===== src/source/geometry_pkg.sv =====
`default_nettype none

package geometry_pkg;

    typedef logic signed [31:0] q16_16_t;
    typedef logic signed [63:0] q32_32_t;

    typedef struct packed {
        q16_16_t x;
        q16_16_t y;
        q16_16_t z;
    } vec3_t;

    typedef struct packed {
        vec3_t       pos;
        logic [23:0] color;
    } vertex_t;

    typedef struct packed {
        vertex_t v0;
        vertex_t v1;
        vertex_t v2;
    } triangle_t;

    // Row-major 2x3 affine matrix.
    typedef struct packed {
        q16_16_t m00;
        q16_16_t m01;
        q16_16_t tx;
        q16_16_t m10;
        q16_16_t m11;
        q16_16_t ty;
    } affine_t;

    typedef struct packed {
        logic        cyc;
        logic        stb;
        logic        we;
        logic [2:0]  adr;
        logic [31:0] dat;
    } wb_req_t;

    typedef struct packed {
        logic [31:0] dat;
        logic        ack;
    } wb_rsp_t;

    localparam int SCREEN_WIDTH  = 320;
    localparam int SCREEN_HEIGHT = 240;
    localparam int NORM_SCALE    = 200;
    localparam int HALF_WIDTH    = SCREEN_WIDTH / 2;
    localparam int HALF_HEIGHT   = SCREEN_HEIGHT / 2;
    localparam q16_16_t NORM_FACTOR = q16_16_t'((HALF_HEIGHT << 16) / NORM_SCALE);

    localparam logic [2:0] REG_CULL_COUNT = 3'd6;

    // Q16.16 multiply rounded half up on bit 15.
    function automatic q16_16_t q_mul(input q16_16_t a, input q16_16_t b);
        q32_32_t prod;
        prod = q32_32_t'(a) * q32_32_t'(b);
        prod = prod + q32_32_t'(1 << 15);
        return q16_16_t'(prod >>> 16);
    endfunction

endpackage

`default_nettype wire


===== src/source/screen_normalizer.sv =====
`default_nettype none
`timescale 1ns/100ps

module screen_normalizer (
    input  wire logic                   clk,
    input  wire logic                   rst,

    input  wire geometry_pkg::triangle_t in_triangle,
    input  wire logic                   in_valid,
    output      logic                   in_ready,

    output      geometry_pkg::triangle_t out_triangle,
    output      logic                   out_valid,
    input  wire logic                   out_ready,

    output      logic                   busy
);

    localparam geometry_pkg::q16_16_t X_OFFSET =
        geometry_pkg::q16_16_t'(geometry_pkg::HALF_WIDTH << 16);
    localparam geometry_pkg::q16_16_t Y_OFFSET =
        geometry_pkg::q16_16_t'(geometry_pkg::HALF_HEIGHT << 16);

    // Y is negated so that screen rows grow downward.
    function automatic geometry_pkg::vertex_t norm_vertex(input geometry_pkg::vertex_t vin);
        geometry_pkg::vertex_t vout;
        vout       = vin;
        vout.pos.x = geometry_pkg::q_mul(vin.pos.x, geometry_pkg::NORM_FACTOR) + X_OFFSET;
        vout.pos.y = geometry_pkg::q_mul(-vin.pos.y, geometry_pkg::NORM_FACTOR) + Y_OFFSET;
        return vout;
    endfunction

    geometry_pkg::triangle_t out_triangle_r;
    logic                    out_valid_r;

    assign in_ready = !out_valid_r || out_ready;

    always_ff @(posedge clk or posedge rst) begin
        if (rst) begin
            out_valid_r <= 1'b0;
        end else if (in_ready) begin
            out_valid_r <= in_valid;
        end
    end

    always_ff @(posedge clk) begin
        if (in_ready) begin
            out_triangle_r.v0 <= norm_vertex(in_triangle.v0);
            out_triangle_r.v1 <= norm_vertex(in_triangle.v1);
            out_triangle_r.v2 <= norm_vertex(in_triangle.v2);
        end
    end

    assign out_triangle = out_triangle_r;
    assign out_valid    = out_valid_r;
    assign busy         = out_valid_r;

endmodule

`default_nettype wire


===== config.mk =====
export PLATFORM = sky130hd
export DESIGN_NAME = screen_normalizer
export DESIGN_NICKNAME = d
export VERILOG_FILES = /design/src/source/geometry_pkg.sv /design/src/source/screen_normalizer.sv
export SDC_FILE = /design/constraint.sdc
export NUM_CORES = 2
export LEC_CHECK = 0
export BUFFER_PORTS_ARGS = -buffer_cell sky130_fd_sc_hd__buf_2
export CORE_MARGIN = 8
export CORE_UTILIZATION = 25
export CTS_CLUSTER_SIZE = 40
export DETAILED_ROUTE_END_ITERATION = 10
export PLACE_DENSITY = 0.53
export SLEW_MARGIN = 20
export SYNTH_ARGS = -nofsm -noshare
export SYNTH_HDL_FRONTEND = slang
export SYNTH_SLANG_ARGS = --single-unit

===== constraint.sdc =====
create_clock -name clk -period 10.2 [get_ports clk]
set_input_delay 0.51 -clock clk [delete_from_list [all_inputs] [get_ports clk]]
set_output_delay 0.51 -clock clk [all_outputs]
set_load 0.01 [all_outputs]

==> impl_metrics.toml <==
[run_status]
status = "completed"

[yosys]
synth-edff-count = 360
synth_flop_cell = "edfxtp_1"
yosysUniqueCellTypes = 102
ys_warn_count = 0
syn_nets = 9120
netlist_instances = 6624
syn_area_mm2 = 0.0669
syn_avg_cell_area_um2 = 10.1
yosysSeqAreaShare = 0.162
synth-seq-cells = 361
async_flop_share = 0.00277

[route]
drt-wirelength-per-cell_um = 19.4
vias = 48100
firstDrtPassIters = 5
route.detailed.drc = 0
drtIter0Drc = 2209
final_antenna_net_count = 0
via_per_inst = 4.32
wirelength_um = 216000

[worst_hold_path]
hold_class = "input pin to flop"
hp-start = "in_triangle[292]"

[floorplan]
die_w_um = 533
dieArea_mm2 = 0.285
fp-row-count = 190
dieHeight_um = 533
initial_utilization = 0.250
coreArea_mm2 = 0.267
ios = 727

[finish]
seqCellArea_mm2 = 0.0108
areaGrowthSynthToFinish_pct = 17.3
most-common-layout-cells = "1988 x inv_1, 1071 x fa_1, 1061 x ha_1"
multi_input_area_mm2 = 0.0483
nNetsFinal = 10000
fill_cells = 28000
layout-drive-gt1-share = 0.122
final_common_cell = "inv_1"

[clocking]
post-cts-setup-buffers = 0
cts_buffer_depth = 3
path_clk_slew_ns = 0.06
cts_buffers = 53
ctsResizeCount = 0
cts_hold_buf = 166
cts.sinks = 361
cts_tree = "built"
clockRootBuffer = "clkbuf_16"
clock_latency_ns = 0.74
htreeDepth = 2

[worst_setup_path]
crit_path_max_fanout = 7
cpMostUsedCell = "nor3_1"
cp.required_ns = 10.66
critical_path.startpoint = "in_triangle[57]"
path_class = "input pin to flop"
crit_arrival_ns = 9.77
cpPeakStageDelay_ns = 0.62
cp-end-kind = "flop"
crit_slowest_cell = "nor4_1"
cp-start-kind = "input pin"
rr_startpoint = "busy"

[flow_run]
maxCapViolCount = 0

[sta]
hold_violations = 0
drv_slew = 0
rsz0062_at_grt = "false"
setup_viol = 0
fin_crit_ns = 9.31
finalSetupTns_ns = 0
tightest_slew_ns = 1.12
fin_crit_sh = 0.913
slew_headroom = 0.250
finalClockSkew_ns = 0.0350
fmax_mhz = 107

[grt]
grt.total_usage = 0.151
grt_pass1_wl_um = 328000
grt_pass1_vias = 53400
use_met2 = 0.266
grt_busiest_layer = "met2"
antenna_found_initial = 53
overflow = 0
use_met3 = 0.0382
grt.met1_usage = 0.184
grt_max_degree = 127

[placement]
gp_congestion = 0.903
dp_hpwl_um = 194000
io_buffers = 726
-- final cells by class --
| class | count | share of cell area |
|---|---|---|
| antenna | 28 | 0.000892 |
| clock buffer | 61 | 0.0173 |
| clock inverter | 37 | 0.00589 |
| inverter | 1991 | 0.0952 |
| multi-input combinational | 4201 | 0.615 |
| sequential | 361 | 0.138 |
| tap | 3552 | 0.0566 |
| timing repair buffer | 925 | 0.0707 |
-- stage by stage --
stage	setup slack [ns]	hold WS, ns	instance area (um2)	std cells	util
3_3_place_gp	0.461	0.480	75000	10900	0.281
3_5_place_dp	0.307	0.479	75000	10900	0.281
5_1_grt	0.242	0.0285	78500	11100	0.294
2_1_floorplan	0.215	0.239	66900	6624	-
4_1_cts	1.11	0.0199	78500	11100	0.294
6_report	0.891	0.0688	78500	11200	0.294
-- layer usage --
metal / vias up / wire [um]
li1: 22800 / -
met1: 24000 / 89800
met2: 1063 / 106000
met3: 219 / 15100
met4: 28 / 5520
met5: - / 174
-- synthesized netlist by cell type (all sizes together) (39+ instances only) --
| cell type | n | area share |
|---|---|---|
| nand4 | 72 | 0.0067 |
| ha | 1061 | 0.20 |
| nand2 | 213 | 0.012 |
| fa | 1071 | 0.32 |
| a21oi | 258 | 0.019 |
| inv | 1991 | 0.11 |
| nand3 | 47 | 0.0035 |
| xor2 | 223 | 0.029 |
| clkbuf | 50 | 0.0028 |
| a21o | 151 | 0.017 |
| o21ai | 121 | 0.0092 |
| edfxtp | 360 | 0.16 |
| nor2 | 140 | 0.0080 |
| o21a | 39 | 0.0044 |
| xnor2 | 220 | 0.029 |
| nor3 | 82 | 0.0066 |
-- logic make-up (layout without fill, tap and decap cells) --
| family | count (synthesis) | in the layout | synth area share |
|---|---|---|---|
| compound gates | 820 | 820 | 0.0815 |
| other cells | 0 | 28 | 0 |
| flops | 361 | 361 | 0.162 |
| xor+xnor | 443 | 443 | 0.0583 |
| simple gates | 803 | 803 | 0.0628 |
| mux | 3 | 3 | 0.000449 |
| buf+inv | 2062 | 3014 | 0.116 |
| fa+ha+maj | 2132 | 2132 | 0.519 |
-- worst max-delay path: cells and delay by family --
family | cells | cell delay, ns
XOR/XNOR | 2 | 0.52
AO/OA/AOI/OAI | 2 | 0.71
AND/OR/NAND/NOR | 18 | 4.72
buffers and inverters | 3 | 0.21
adder cells (fa/ha/maj) | 7 | 3.08
-- flip-flops by register name (all words and copies together) (netlist names) --
name          flops
busy              1
out_triangle    360
-- path summary, 6_finish.rpt --
path                            slack [ns]           endpoint  cells past startpoint
worst min register to register        1.40  out_triangle[148]                      1
worst max-delay path                  0.89   out_triangle[87]                     32
worst min-delay path                  0.07  out_triangle[292]                      1
max in group asynchronous             9.76               busy                      3
min in group asynchronous             0.31               busy                      3
worst max register to register        7.12    out_triangle[5]                      3
Power is left out: the tool's default activity adds up to more than one toggle a clock period on the data nets, which glitch-free logic cannot reach.
