`config.mk`:
```
export PLATFORM = sky130hd
export DESIGN_NAME = transform_regs
export DESIGN_NICKNAME = d
export VERILOG_FILES = /design/src/source/geometry_pkg.sv /design/src/source/transform_regs.sv
export SDC_FILE = /design/constraint.sdc
export NUM_CORES = 1
export LEC_CHECK = 0
export CORE_ASPECT_RATIO = 1.25
export CORE_MARGIN = 2
export CORE_UTILIZATION = 68
export DETAILED_ROUTE_END_ITERATION = 8
export DONT_BUFFER_PORTS = 1
export PLACE_DENSITY = 0.95
export SYNTH_ARGS = -nofsm -noshare
export SYNTH_HDL_FRONTEND = slang
export SYNTH_SLANG_ARGS = --single-unit
```
`constraint.sdc`:
```
create_clock -name clk -period 16.3 [get_ports clk]
set_clock_uncertainty 0.05 [all_clocks]
set_input_delay 2.445 -clock clk [delete_from_list [all_inputs] [get_ports clk]]
set_output_delay 2.445 -clock clk [all_outputs]
set_load 0.02 [all_outputs]
```
`src/source/geometry_pkg.sv`:
```
`default_nettype none

package geometry_pkg;

    typedef logic signed [31:0] q16_16_t;
    typedef logic signed [63:0] q32_32_t;

    typedef struct packed {
        q16_16_t x;
        q16_16_t y;
        q16_16_t z;
    } vec3_t;

    typedef struct packed {
        vec3_t       pos;
        logic [23:0] color;
    } vertex_t;

    typedef struct packed {
        vertex_t v0;
        vertex_t v1;
        vertex_t v2;
    } triangle_t;

    // Row-major 2x3 affine matrix.
    typedef struct packed {
        q16_16_t m00;
        q16_16_t m01;
        q16_16_t tx;
        q16_16_t m10;
        q16_16_t m11;
        q16_16_t ty;
    } affine_t;

    typedef struct packed {
        logic        cyc;
        logic        stb;
        logic        we;
        logic [2:0]  adr;
        logic [31:0] dat;
    } wb_req_t;

    typedef struct packed {
        logic [31:0] dat;
        logic        ack;
    } wb_rsp_t;

    localparam int SCREEN_WIDTH  = 320;
    localparam int SCREEN_HEIGHT = 240;
    localparam int NORM_SCALE    = 200;
    localparam int HALF_WIDTH    = SCREEN_WIDTH / 2;
    localparam int HALF_HEIGHT   = SCREEN_HEIGHT / 2;
    localparam q16_16_t NORM_FACTOR = q16_16_t'((HALF_HEIGHT << 16) / NORM_SCALE);

    localparam logic [2:0] REG_CULL_COUNT = 3'd6;

    // Q16.16 multiply rounded half up on bit 15.
    function automatic q16_16_t q_mul(input q16_16_t a, input q16_16_t b);
        q32_32_t prod;
        prod = q32_32_t'(a) * q32_32_t'(b);
        prod = prod + q32_32_t'(1 << 15);
        return q16_16_t'(prod >>> 16);
    endfunction

endpackage

`default_nettype wire

```
`src/source/transform_regs.sv`:
```
`default_nettype none
`timescale 1ns/100ps

module transform_regs (
    input  wire logic                 clk,
    input  wire logic                 rst,
    input  wire geometry_pkg::wb_req_t wb_req,
    output      geometry_pkg::wb_rsp_t wb_rsp,
    output      geometry_pkg::affine_t matrix,
    input  wire logic                 cull_pulse
);

    localparam geometry_pkg::q16_16_t ONE = 32'sh0001_0000;

    geometry_pkg::affine_t matrix_r;
    logic [15:0]           cull_count;
    logic                  ack_r;
    logic [31:0]           rd_dat_r;
    logic [31:0]           rd_dat;
    logic                  access;

    assign access = wb_req.cyc && wb_req.stb && !ack_r;

    always_comb begin
        case (wb_req.adr)
            3'd0:                         rd_dat = matrix_r.m00;
            3'd1:                         rd_dat = matrix_r.m01;
            3'd2:                         rd_dat = matrix_r.tx;
            3'd3:                         rd_dat = matrix_r.m10;
            3'd4:                         rd_dat = matrix_r.m11;
            3'd5:                         rd_dat = matrix_r.ty;
            geometry_pkg::REG_CULL_COUNT: rd_dat = {16'h0000, cull_count};
            default:                      rd_dat = 32'h0000_0000;
        endcase
    end

    always_ff @(posedge clk or posedge rst) begin
        if (rst) begin
            ack_r         <= 1'b0;
            matrix_r      <= '0;
            matrix_r.m00  <= ONE; // Identity.
            matrix_r.m11  <= ONE;
        end else begin
            ack_r <= access;
            if (access && wb_req.we) begin
                case (wb_req.adr)
                    3'd0:    matrix_r.m00 <= wb_req.dat;
                    3'd1:    matrix_r.m01 <= wb_req.dat;
                    3'd2:    matrix_r.tx  <= wb_req.dat;
                    3'd3:    matrix_r.m10 <= wb_req.dat;
                    3'd4:    matrix_r.m11 <= wb_req.dat;
                    3'd5:    matrix_r.ty  <= wb_req.dat;
                    default: ; // Count and address 7 are read only.
                endcase
            end
        end
    end

    always_ff @(posedge clk or posedge rst) begin
        if (rst) begin
            cull_count <= 16'h0000;
        end else if (cull_pulse) begin
            cull_count <= cull_count + 16'h0001; // Wraps.
        end
    end

    always_ff @(posedge clk) begin
        if (access) begin
            rd_dat_r <= rd_dat;
        end
    end

    assign wb_rsp.ack = ack_r;
    assign wb_rsp.dat = rd_dat_r;
    assign matrix     = matrix_r;

endmodule

`default_nettype wire

```
==> reports/metrics.yaml, run 1 <==
floorplan:
  die_w_um: 115
  core_area_um2: 15000
  ios: 266
  start_util_pct: 69.5
  rows: 50
  die_y_um: 142
  fp.dieArea_um2: 16300
synthesis:
  ys_top_cells_by_area: "dfrtp_1 (50%), mux2_2 (22%), edfxtp_1 (9.2%), mux2i_1 (3.6%), a22oi_1 (1.9%)"
  yosysUniqueCellTypes: 44
  seq_area_frac_synth_pct: 59.6
  synthSimpleGateAreaFrac_pct: 3.86
  synth_xor_area_share_pct: 1.26
  synth_compound_area_share_pct: 6.27
  synthesis.nets: 765
  synthCells: 723
  synth-edff-count: 32
  synthAdderAreaFrac_pct: 0.120
  syn-cell-area_um2: 10400
  syn_area_per_cell_um2: 14.4
  synth_mux_area_share_pct: 26.5
  synth_top_family_by_area: "multiplexers"
  synth_ff_type: "dfrtp_1"
  synth_top_area_share_pct: 49.8
  synth_top_area_cell: "dfrtp_1"
  ys_warn_count: 0
  ys_seq_elements: 241
  ys_async_sr_fraction_pct: 86.7
clocking:
  htree_num_levels: 1
  clk_pin_slew_ns: 0.06
  cts_setup_buffers: 0
  cts_resized: 0
  cts.sinks: 241
  cts_inserted_buffers: 24
  insertion_delay_ns: 0.51
  root_buffer: "clkbuf_16"
  cts_hold_buf: 0
  cts_tree: "done"
  clockBufferDepth: 3
place:
  dpl_cell_area_um2: 10500
  dpl.hpwl_mm: 16.8
  routabilityCongestion: 0.864
  dp_cells: 861
  place_ws_ns: 11.01
  port_buffers: 0
critical_path:
  ff2ff_path_depth: 5
  cp-start-kind: "primary input"
  path_cells: "nand2b_1, nor2_1, nand3_2, mux2_1"
  r2r_start: "ack_r$_DFF_PP0_"
  worst_setup_path_end_kind: "flop"
  max_stage_delay_ns: 0.95
  crit_required_ns: 16.63
  arrival_ns: 5.20
  slowest_stage: "nand3_2"
  path_delay_family: "simple AND/OR/NAND/NOR gates"
  cp.depth: 4
  r2r-end: "matrix[160]$_DFFE_PP0P_"
  critical_path_class: "primary input to flop"
  path_buf_inv: 0
  crit_fanout: 48
  rrSetupSlack_ns: 12.93
route:
  drt-initial-drc-count: 459
  via_per_inst: 7.28
  vias: 6586
  antenna_left: 0
  drc: 0
  dr.pass1.iters: 5
  wl_per_cell_um: 29.7
  wl_mm: 26.9
hold_path:
  hp-start: "cull_count[15]$_DFFE_PP0P_"
  hold_depth: 1
  hold_class: "flop to flop"
  hold_end: "cull_count[15]$_DFFE_PP0P_"
layout:
  drive_above_1_share_pct: 36.7
  final_area_um2: 11300
  antennaDiodeCount: 0
  area_delta_synth_final_pct: 8.63
  seqCellArea_um2: 6190
  utilization_pct: 75.5
  fillers: 842
  final_common_cell: "dfrtp_1"
  multiInputGateArea_um2: 3980
  layout.nets: 747
  fin_cells: 905
  final_cell_mix: "dfrtp_1 (207), mux2_2 (202), mux2i_1 (37)"
sta:
  fin_ws_ns: 11.44
  max-slew-margin-rel_pct: 13.7
  finalSetupTns_ns: 0
  rsz0062_at_grt: "false"
  finalSetupViolations: 0
  min_period_ns: 4.86
  worst_pin_slew_ns: 1.29
  fin_crit_sh_pct: 29.8
  slew_violations: 0
  fmax_ghz: 0.206
  whs_ns: 0.425
  hold_viol: 0
global_route:
  grt_pass1_vias: 7153
  gr-total-overflow: 0
  grt_usage_pct: 32.5
  grt_pass1_wl_mm: 40.3
  grt_start_max_net_pins: 127
  antenna_found_initial: 0
job:
  maxCapViolCount: 0
power:
  power_mw: 1.69
  cellLeakagePower_nw: 5.04
  pwr_density_cell_nw_per_um2: 150
  ir_drop_mv: 0.112
run_status:
  status: "complete, no violations"
## sequential cells by signal, summed over array words and instances, names as in the netlist
name / cells
ack_r: 1
cull_count: 16
rd_dat_r: 32
matrix: 192
## area by class of cell
type,count,share of cell area (%)
Sequential cell,241,54.8
Timing Repair Buffer,5,0.332
Tap cell,182,2.02
Multi-Input combinational cell,431,35.2
Inverter,2,0.133
Clock buffer,35,6.78
Clock inverter,9,0.654
## power breakdown
part	leakage, nW	internal [mW]	total [mW]	switching [mW]
clock	0.424	0.342	0.569	0.227
combinational	1.61	0.104	0.176	0.0723
sequential	3.01	0.714	0.946	0.232
## synth_stat cells (4+ instances only)
cell type    n
nand2_1     12
o22ai_1      4
xnor2_1     13
mux2i_1     37
a221oi_1    19
nor3_1       5
a221o_1      5
clkbuf_1    17
buf_2       27
a22oi_1     26
o21ai_0     18
edfxtp_1    32
nor2_1      25
mux2_2     202
dfrtp_1    207
nor2b_1      6
nand3_1      7
mux2_4       5
nand4_1      5
a21oi_1      7
## cells by family (layout without fill, tap and decap cells)
family | count (synthesis) | count (layout)
compound gates | 90 | 90
xor+xnor | 15 | 15
simple gates | 78 | 78
mux | 247 | 247
flops | 241 | 241
buf+inv | 51 | 51
fa+ha+maj | 1 | 1
## worst max path at each step
stage               start                      end  slack, ns
3_3_place_gp   wb_req[33]  matrix[152]$_DFFE_PP0P_      11.11
3_5_place_dp   wb_req[33]  matrix[152]$_DFFE_PP0P_      11.01
4_1_cts        wb_req[33]  matrix[152]$_DFFE_PP0P_      11.49
6_report       wb_req[33]  matrix[152]$_DFFE_PP0P_      11.44
5_1_grt        wb_req[33]  matrix[152]$_DFFE_PP0P_      11.32
2_1_floorplan         rst          ack_r$_DFF_PP0_       8.10
## layer usage
| metal | GRT usage, % | routed length, um |
|---|---|---|
| met1 | 36.8 | 9110 |
| met2 | 55.0 | 14000 |
| met3 | 9.71 | 2590 |
| met4 | 17.8 | 1240 |
| met5 | 0 | 0 |
Note: power is estimated with default switching activity, not from simulation.
==> run 2: changes to the inputs <==
--- a/config.mk
+++ b/config.mk
@@ -5,12 +5,13 @@
 export SDC_FILE = /design/constraint.sdc
 export NUM_CORES = 1
 export LEC_CHECK = 0
+export ABC_AREA = 1
 export CORE_ASPECT_RATIO = 1.25
 export CORE_MARGIN = 2
-export CORE_UTILIZATION = 68
+export CORE_UTILIZATION = 63
 export DETAILED_ROUTE_END_ITERATION = 8
 export DONT_BUFFER_PORTS = 1
-export PLACE_DENSITY = 0.95
+export PLACE_DENSITY = 0.91
 export SYNTH_ARGS = -nofsm -noshare
 export SYNTH_HDL_FRONTEND = slang
 export SYNTH_SLANG_ARGS = --single-unit
==> constraint.sdc (replaced) <==
create_clock -name clk -period 4.54 [get_ports clk]
set_clock_uncertainty 0.05 [all_clocks]
set_input_delay 0.681 -clock clk [delete_from_list [all_inputs] [get_ports clk]]
set_output_delay 0.681 -clock clk [all_outputs]
set_load 0.02 [all_outputs]
==> reports/metrics.yaml, run 2 <==
sta:
  rsz0062_at_grt: "false"
  fmax_ghz: 0.353
  finalSetupViolations: 0  # unchanged
  worst_pin_slew_ns: 1.23  # -0.0578 ns
  slew_violations: 0  # unchanged
  fin_crit_sh_pct: 62.5
  finalSetupTns_ns: 0  # unchanged
  max-slew-margin-rel_pct: 17.7  # +4.0 points
  hold_viol: 0  # unchanged
  min_period_ns: 2.84
critical_path:
  crit_required_ns: 4.91  # -11.72 ns
  critical_path_class: "flop to flop"
  slowest_stage: "nor2_4"
  path_delay_family: "simple AND/OR/NAND/NOR gates"
  cp-start-kind: "flop"
  arrival_ns: 3.20  # -2.00 ns
  max_stage_delay_ns: 0.96  # about the same
  crit_path_start: "ack_r$_DFF_PP0_"
  path_cells: "nand3b_1, inv_2, nand2_4, nor2_4, buf_4, nand2_1, o21ai_0"
  worst_setup_path_end_kind: "flop"
  path_buf_inv: 2  # +2
  r2r_start: "ack_r$_DFF_PP0_"
  crit_fanout: 69  # +44%
floorplan:
  core_area_um2: 16800  # +13%
  start_util_pct: 64.3  # -5.2 points
  ios: 266  # unchanged
  fp.dieArea_um2: 18300  # +12%
  die_y_um: 151  # +5.9%
  die_w_um: 121  # +5.9%
  rows: 53  # +6.0%
run_status:
  status: "complete, no violations"
clocking:
  cts_hold_buf: 0  # unchanged
  cts_tree: "done"
  cts_inserted_buffers: 24  # unchanged
  cts_resized: 0  # unchanged
  htree_num_levels: 1  # unchanged
  root_buffer: "clkbuf_16"
  insertion_delay_ns: 0.52  # about the same
  cts.sinks: 241  # unchanged
  clk_pin_slew_ns: 0.06  # about the same
  cts_setup_buffers: 0  # unchanged
  clockBufferDepth: 3  # unchanged
route:
  antenna_left: 0  # unchanged
  vias: 9105  # +38%
  drc: 0  # unchanged
  drt-initial-drc-count: 974  # +110%
  via_per_inst: 6.05  # -17%
  wl_mm: 31.3  # +16%
  dr.pass1.iters: 6  # +1
  wl_per_cell_um: 20.8  # -30%
synthesis:
  ys_top_cells_by_area: "dfrtp_1 (48%), nand2_1 (16%), edfxtp_1 (8.9%), o21ai_0 (8.3%), inv_1 (5.6%)"
  syn_area_per_cell_um2: 8.36  # -42%
  synth_top_area_cell: "dfrtp_1"
  synthesis.nets: 1338  # +75%
  synth_ff_type: "dfrtp_1"
  ys_seq_elements: 241  # unchanged
  seq_area_frac_synth_pct: 57.2  # -2.4 points
  yosysUniqueCellTypes: 31  # -30%
  synth-edff-count: 32  # unchanged
  yosysMostFrequentCell: "nand2_1"
  synth_top_area_share_pct: 47.8  # -2.0 points
  ys_warn_count: 0  # unchanged
  synth_common_cells: "nand2_1 (450), dfrtp_1 (207), o21ai_0 (180)"
  ys_async_sr_fraction_pct: 86.7  # unchanged
  synthCells: 1296  # +79%
  syn-cell-area_um2: 10800  # +4.2%
power:
  cellLeakagePower_nw: 5.76  # +14%
  pwr_density_cell_nw_per_um2: 536  # +260%
  ir_drop_mv: 0.367  # +230%
global_route:
  antenna_found_initial: 0  # unchanged
  gr-total-overflow: 0  # unchanged
  grt_usage_pct: 34.0  # +1.5 points
  grt_pass1_vias: 9117  # +27%
  grt_start_max_net_pins: 91  # -28%
  grt_pass1_wl_mm: 48.2  # +19%
hold_path:
  hold_class: "primary input to async pin"
job:
  maxCapViolCount: 0  # unchanged
place:
  dpl.hpwl_mm: 20.0  # +19%
  port_buffers: 0  # unchanged
  dp_cells: 1461  # +70%
  routabilityCongestion: 0.892  # +3.2%
layout:
  largest_reg_flops: 192  # unchanged
  area_delta_synth_final_pct: 8.12
  seqCellArea_um2: 6190  # unchanged
  layout.nets: 1309  # +75%
  final_cell_mix: "nand2_1 (450), dfrtp_1 (207), o21ai_0 (180)"
  antennaDiodeCount: 0  # unchanged
  final_common_cell: "nand2_1"
  drive_above_1_share_pct: 5.84  # -31 points
  multiInputGateArea_um2: 3710  # -6.7%
  fin_cells: 1505  # +66%
  fillers: 1237  # +47%
[run 2: cell count changes after synthesis, moves of 28 or more]
cell / previous run / this run
o21ai_0: 18 / 180
nand2_1: 12 / 450
inv_1: 2 / 161
mux2i_1: 37 / 0
mux2_2: 202 / 0
o22ai_1: 4 / 32
nor2_1: 25 / 79
[run 2: through the flow]
stage | instance area, um2 | utilization, % | hold WS (ns) | worst slack, ns | total power, mW
6_report | 11700 | 69.6 | 0.199 | 1.70 | 6.28
5_1_grt | 11700 | 69.6 | 0.207 | 1.45 | 6.51
4_1_cts | 11700 | 69.6 | 0.199 | 1.71 | 6.28
3_5_place_dp | 10900 | 64.7 | 0.463 | 1.62 | 4.22
3_3_place_gp | 10900 | 64.7 | 0.454 | 1.74 | 4.15
2_1_floorplan | 10800 | - | 0.433 | 1.10 | 3.91
[run 2: cells by family after synthesis]
group	count (synthesis)	share of synthesized area, %
fa+ha+maj	1	0.115
compound gates	257	12.7
flops	241	57.2
xor+xnor	8	0.647
simple gates	559	20.7
buf+inv	230	8.66
[run 2: cell type report]
type / instances / share of cell area (%)
clock buffer: 32 / 5.82
clock inverter: 12 / 1.19
inverter: 168 / 5.41
multi-input combinational: 825 / 31.7
sequential: 241 / 52.9
tap: 220 / 2.35
timing repair buffer: 7 / 0.662
[run 2: where the power goes]
part	total [mW]	internal, mW	switching, mW
Clock	2.07	1.23	0.839
Combinational	0.703	0.241	0.461
Sequential	3.51	2.61	0.900
Total	6.28	4.08	2.20
[run 2: layer usage]
metal | global-route usage (%) | vias to the layer above | wire length [um]
li1 | - | 4000 | -
met1 | 39.0 | 4331 | 10400
met2 | 57.4 | 629 | 15400
met3 | 10.8 | 145 | 3770
met4 | 17.2 | 0 | 1680
met5 | 0 | - | 0
[run 2: path summary, 6_finish.rpt]
| check | end | slack [ns] | cells past startpoint |
|---|---|---|---|
| min | matrix[68]$_DFFE_PP0P_ | 0.20 | 1 |
| max in group asynchronous | matrix[48]$_DFFE_PP1P_ | 3.25 | 2 |
| max reg2reg | matrix[151]$_DFFE_PP0P_ | 1.70 | 7 |
| min reg2reg | cull_count[12]$_DFFE_PP0P_ | 0.47 | 1 |
| max | matrix[151]$_DFFE_PP0P_ | 1.70 | 7 |
| min in group clk | cull_count[0]$_DFFE_PP0P_ | 0.21 | 1 |
==> run 3: changes to the inputs <==
--- a/config.mk
+++ b/config.mk
@@ -5,7 +5,7 @@
 export SDC_FILE = /design/constraint.sdc
 export NUM_CORES = 1
 export LEC_CHECK = 0
-export ABC_AREA = 1
+export ABC_AREA = 0
 export CORE_ASPECT_RATIO = 1.25
 export CORE_MARGIN = 2
 export CORE_UTILIZATION = 63
==> constraint.sdc (replaced) <==
create_clock -name clk -period 2.93 [get_ports clk]
set_clock_uncertainty 0.05 [all_clocks]
set_input_delay 0.4395 -clock clk [delete_from_list [all_inputs] [get_ports clk]]
set_output_delay 0.4395 -clock clk [all_outputs]
set_load 0.02 [all_outputs]
==> reports/metrics.yaml, run 3 (synthesis gave the netlist of run 1 again) <==
floorplan:
  ios: 266  # unchanged
  die_w_um: 119  # -2.0%
  die_y_um: 148  # -2.0%
  core_area_um2: 16200  # -3.8%
  rows: 52  # -1.9%
  fp.dieArea_um2: 17600  # -3.9%
  start_util_pct: 64.2  # -0.16 points
sta:
  slew_violations: 0  # unchanged
  fin_crit_sh_pct: 80.9  # +18 points
  max-slew-margin-rel_pct: 10.8  # -6.9 points
  finalSetupTns_ns: 0  # unchanged
  worst_pin_slew_ns: 1.33  # +0.102 ns
  fmax_ghz: 0.422  # +20%
  hold_viol: 0  # unchanged
  min_period_ns: 2.37  # -0.464 ns
  rsz0062_at_grt: "false"
  finalSetupViolations: 0  # unchanged
power:
  ir_drop_mv: 0.513  # +40%
  power_mw: 9.26  # +47%
  pwr_density_cell_nw_per_um2: 804  # +50%
  cellLeakagePower_nw: 5.13  # -11%
place:
  port_buffers: 0  # unchanged
  routabilityCongestion: 0.837  # -6.2%
  dpl.hpwl_mm: 18.3  # -8.8%
global_route:
  gr-total-overflow: 0  # unchanged
  grt_pass1_vias: 7342  # -19%
  grt_usage_pct: 32.5  # -1.5 points
  antenna_found_initial: 0  # unchanged
  grt_start_max_net_pins: 58  # -36%
  grt_pass1_wl_mm: 43.8  # -9.1%
layout:
  largest_reg_flops: 192  # unchanged
  fillers: 990  # -20%
  seqCellArea_um2: 6190  # unchanged
  layout.nets: 769  # -41%
  final_cell_mix: "dfrtp_1 (207), mux2_2 (202), mux2i_1 (37)"
  area_delta_synth_final_pct: 10.9
  utilization_pct: 71.1  # +1.6 points
  final_common_cell: "dfrtp_1"
  antennaDiodeCount: 0  # unchanged
  drive_above_1_share_pct: 37.0  # +31 points
  multiInputGateArea_um2: 3980  # +7.2%
clocking:
  clk_pin_slew_ns: 0.06  # about the same
  cts.sinks: 241  # unchanged
  insertion_delay_ns: 0.50  # -0.02 ns
  clockBufferDepth: 3  # unchanged
  htree_num_levels: 1  # unchanged
  cts_resized: 0  # unchanged
  root_buffer: "clkbuf_16"
  cts_tree: "done"
  cts_inserted_buffers: 23  # -4.2%
critical_path:
  path_buf_inv: 1  # -1
  max_stage_delay_ns: 0.60  # -0.36 ns
  rrSetupSlack_ns: 0.56  # -1.15 ns
  critical_path_class: "flop to flop"
  crit_required_ns: 3.26  # -1.65 ns
  crit_fanout: 18  # -74%
  arrival_ns: 2.70  # -0.50 ns
  slowest_stage: "or4_2"
  path_cells: "and3b_2, nand2_1, or4_2, buf_4, mux2_4"
  worst_setup_path_end_kind: "flop"
  cp-start-kind: "flop"
  r2r_start: "ack_r$_DFF_PP0_"
  crit_path_start: "ack_r$_DFF_PP0_"
  path_delay_family: "simple AND/OR/NAND/NOR gates"
route:
  drt-initial-drc-count: 429  # -56%
  wl_per_cell_um: 29.5  # +42%
  wl_mm: 28.3  # -9.6%
  antenna_left: 0  # unchanged
  drc: 0  # unchanged
  vias: 6626  # -27%
  dr.pass1.iters: 5  # -1
  via_per_inst: 6.91  # +14%
hold_path:
  hold_class: "primary input to flop"
  hp-start: "wb_req[23]"
run_status:
  status: "complete, no violations"
job:
  maxCapViolCount: 0  # unchanged
==> run 3: cell types whose count changed in the layout (fill, tap and decap cells not counted), moves of 37 or more <==
cell / delta
o21ai_0: -162
inv_1: -158
nand2_1: -438
nor2_1: -54
mux2i_1: +37
mux2_2: +202
==> run 3: layout make-up <==
cell class | instances | share of cell area (%)
flip-flops and latches | 241 | 53.7
multi-input cells | 431 | 34.5
clock buffers | 36 | 5.68
repair buffers | 28 | 2.74
well taps | 216 | 2.35
clock inverters | 5 | 0.869
inverters | 2 | 0.0977
==> run 3: final timing paths <==
path,end,cells after the start
worst max-delay path,matrix[187]$_DFFE_PP0P_,5
worst min-delay path,matrix[23]$_DFFE_PP0P_,1
worst max register to register,matrix[187]$_DFFE_PP0P_,5
worst min register to register,cull_count[15]$_DFFE_PP0P_,1
max in group asynchronous,matrix[176]$_DFFE_PP1P_,3
min in group asynchronous,matrix[21]$_DFFE_PP0P_,2
==> run 3: routing by layer <==
layer / vias to the layer above / GRT usage (%) / wire length (um)
met5: - / 0 / 0
met4: 0 / 16.1 / 1190
met3: 92 / 9.14 / 2420
met2: 415 / 55.6 / 14900
met1: 3432 / 37.6 / 9800
li1: 2687 / - / -
==> run 3: worst register-to-register path, stage by stage (launching register included) <==
cell     delay [ns]
dfrtp_1        0.45
and3b_2        0.34
nand2_1        0.21
or4_2          0.60
buf_4          0.25
mux2_4         0.35
==> run 3: where the power goes <==
group	switching, mW	internal [mW]	total, mW
Clock	1.20	1.79	2.99
Combinational	0.415	0.598	1.01
Sequential	1.29	3.97	5.26
Total	2.90	6.37	9.26
==> run 3: through the flow <==
stage	setup slack, ns	cells	hold WS, ns	instance area (um2)
finish	0.559	959	0.0303	11500
global route	0.496	959	0.0152	11500
detailed placement	0.443	916	0.417	10800
global placement	0.526	916	0.421	10800
CTS	0.555	959	0.0197	11500
floorplan	-0.272	723	0.396	10400
==> run 3: what timing repair did <==
item / CTS / global route
hold buffers: 2 / 0
buffers inserted: 0 / 0
hold endpoints to repair: 4 / 0
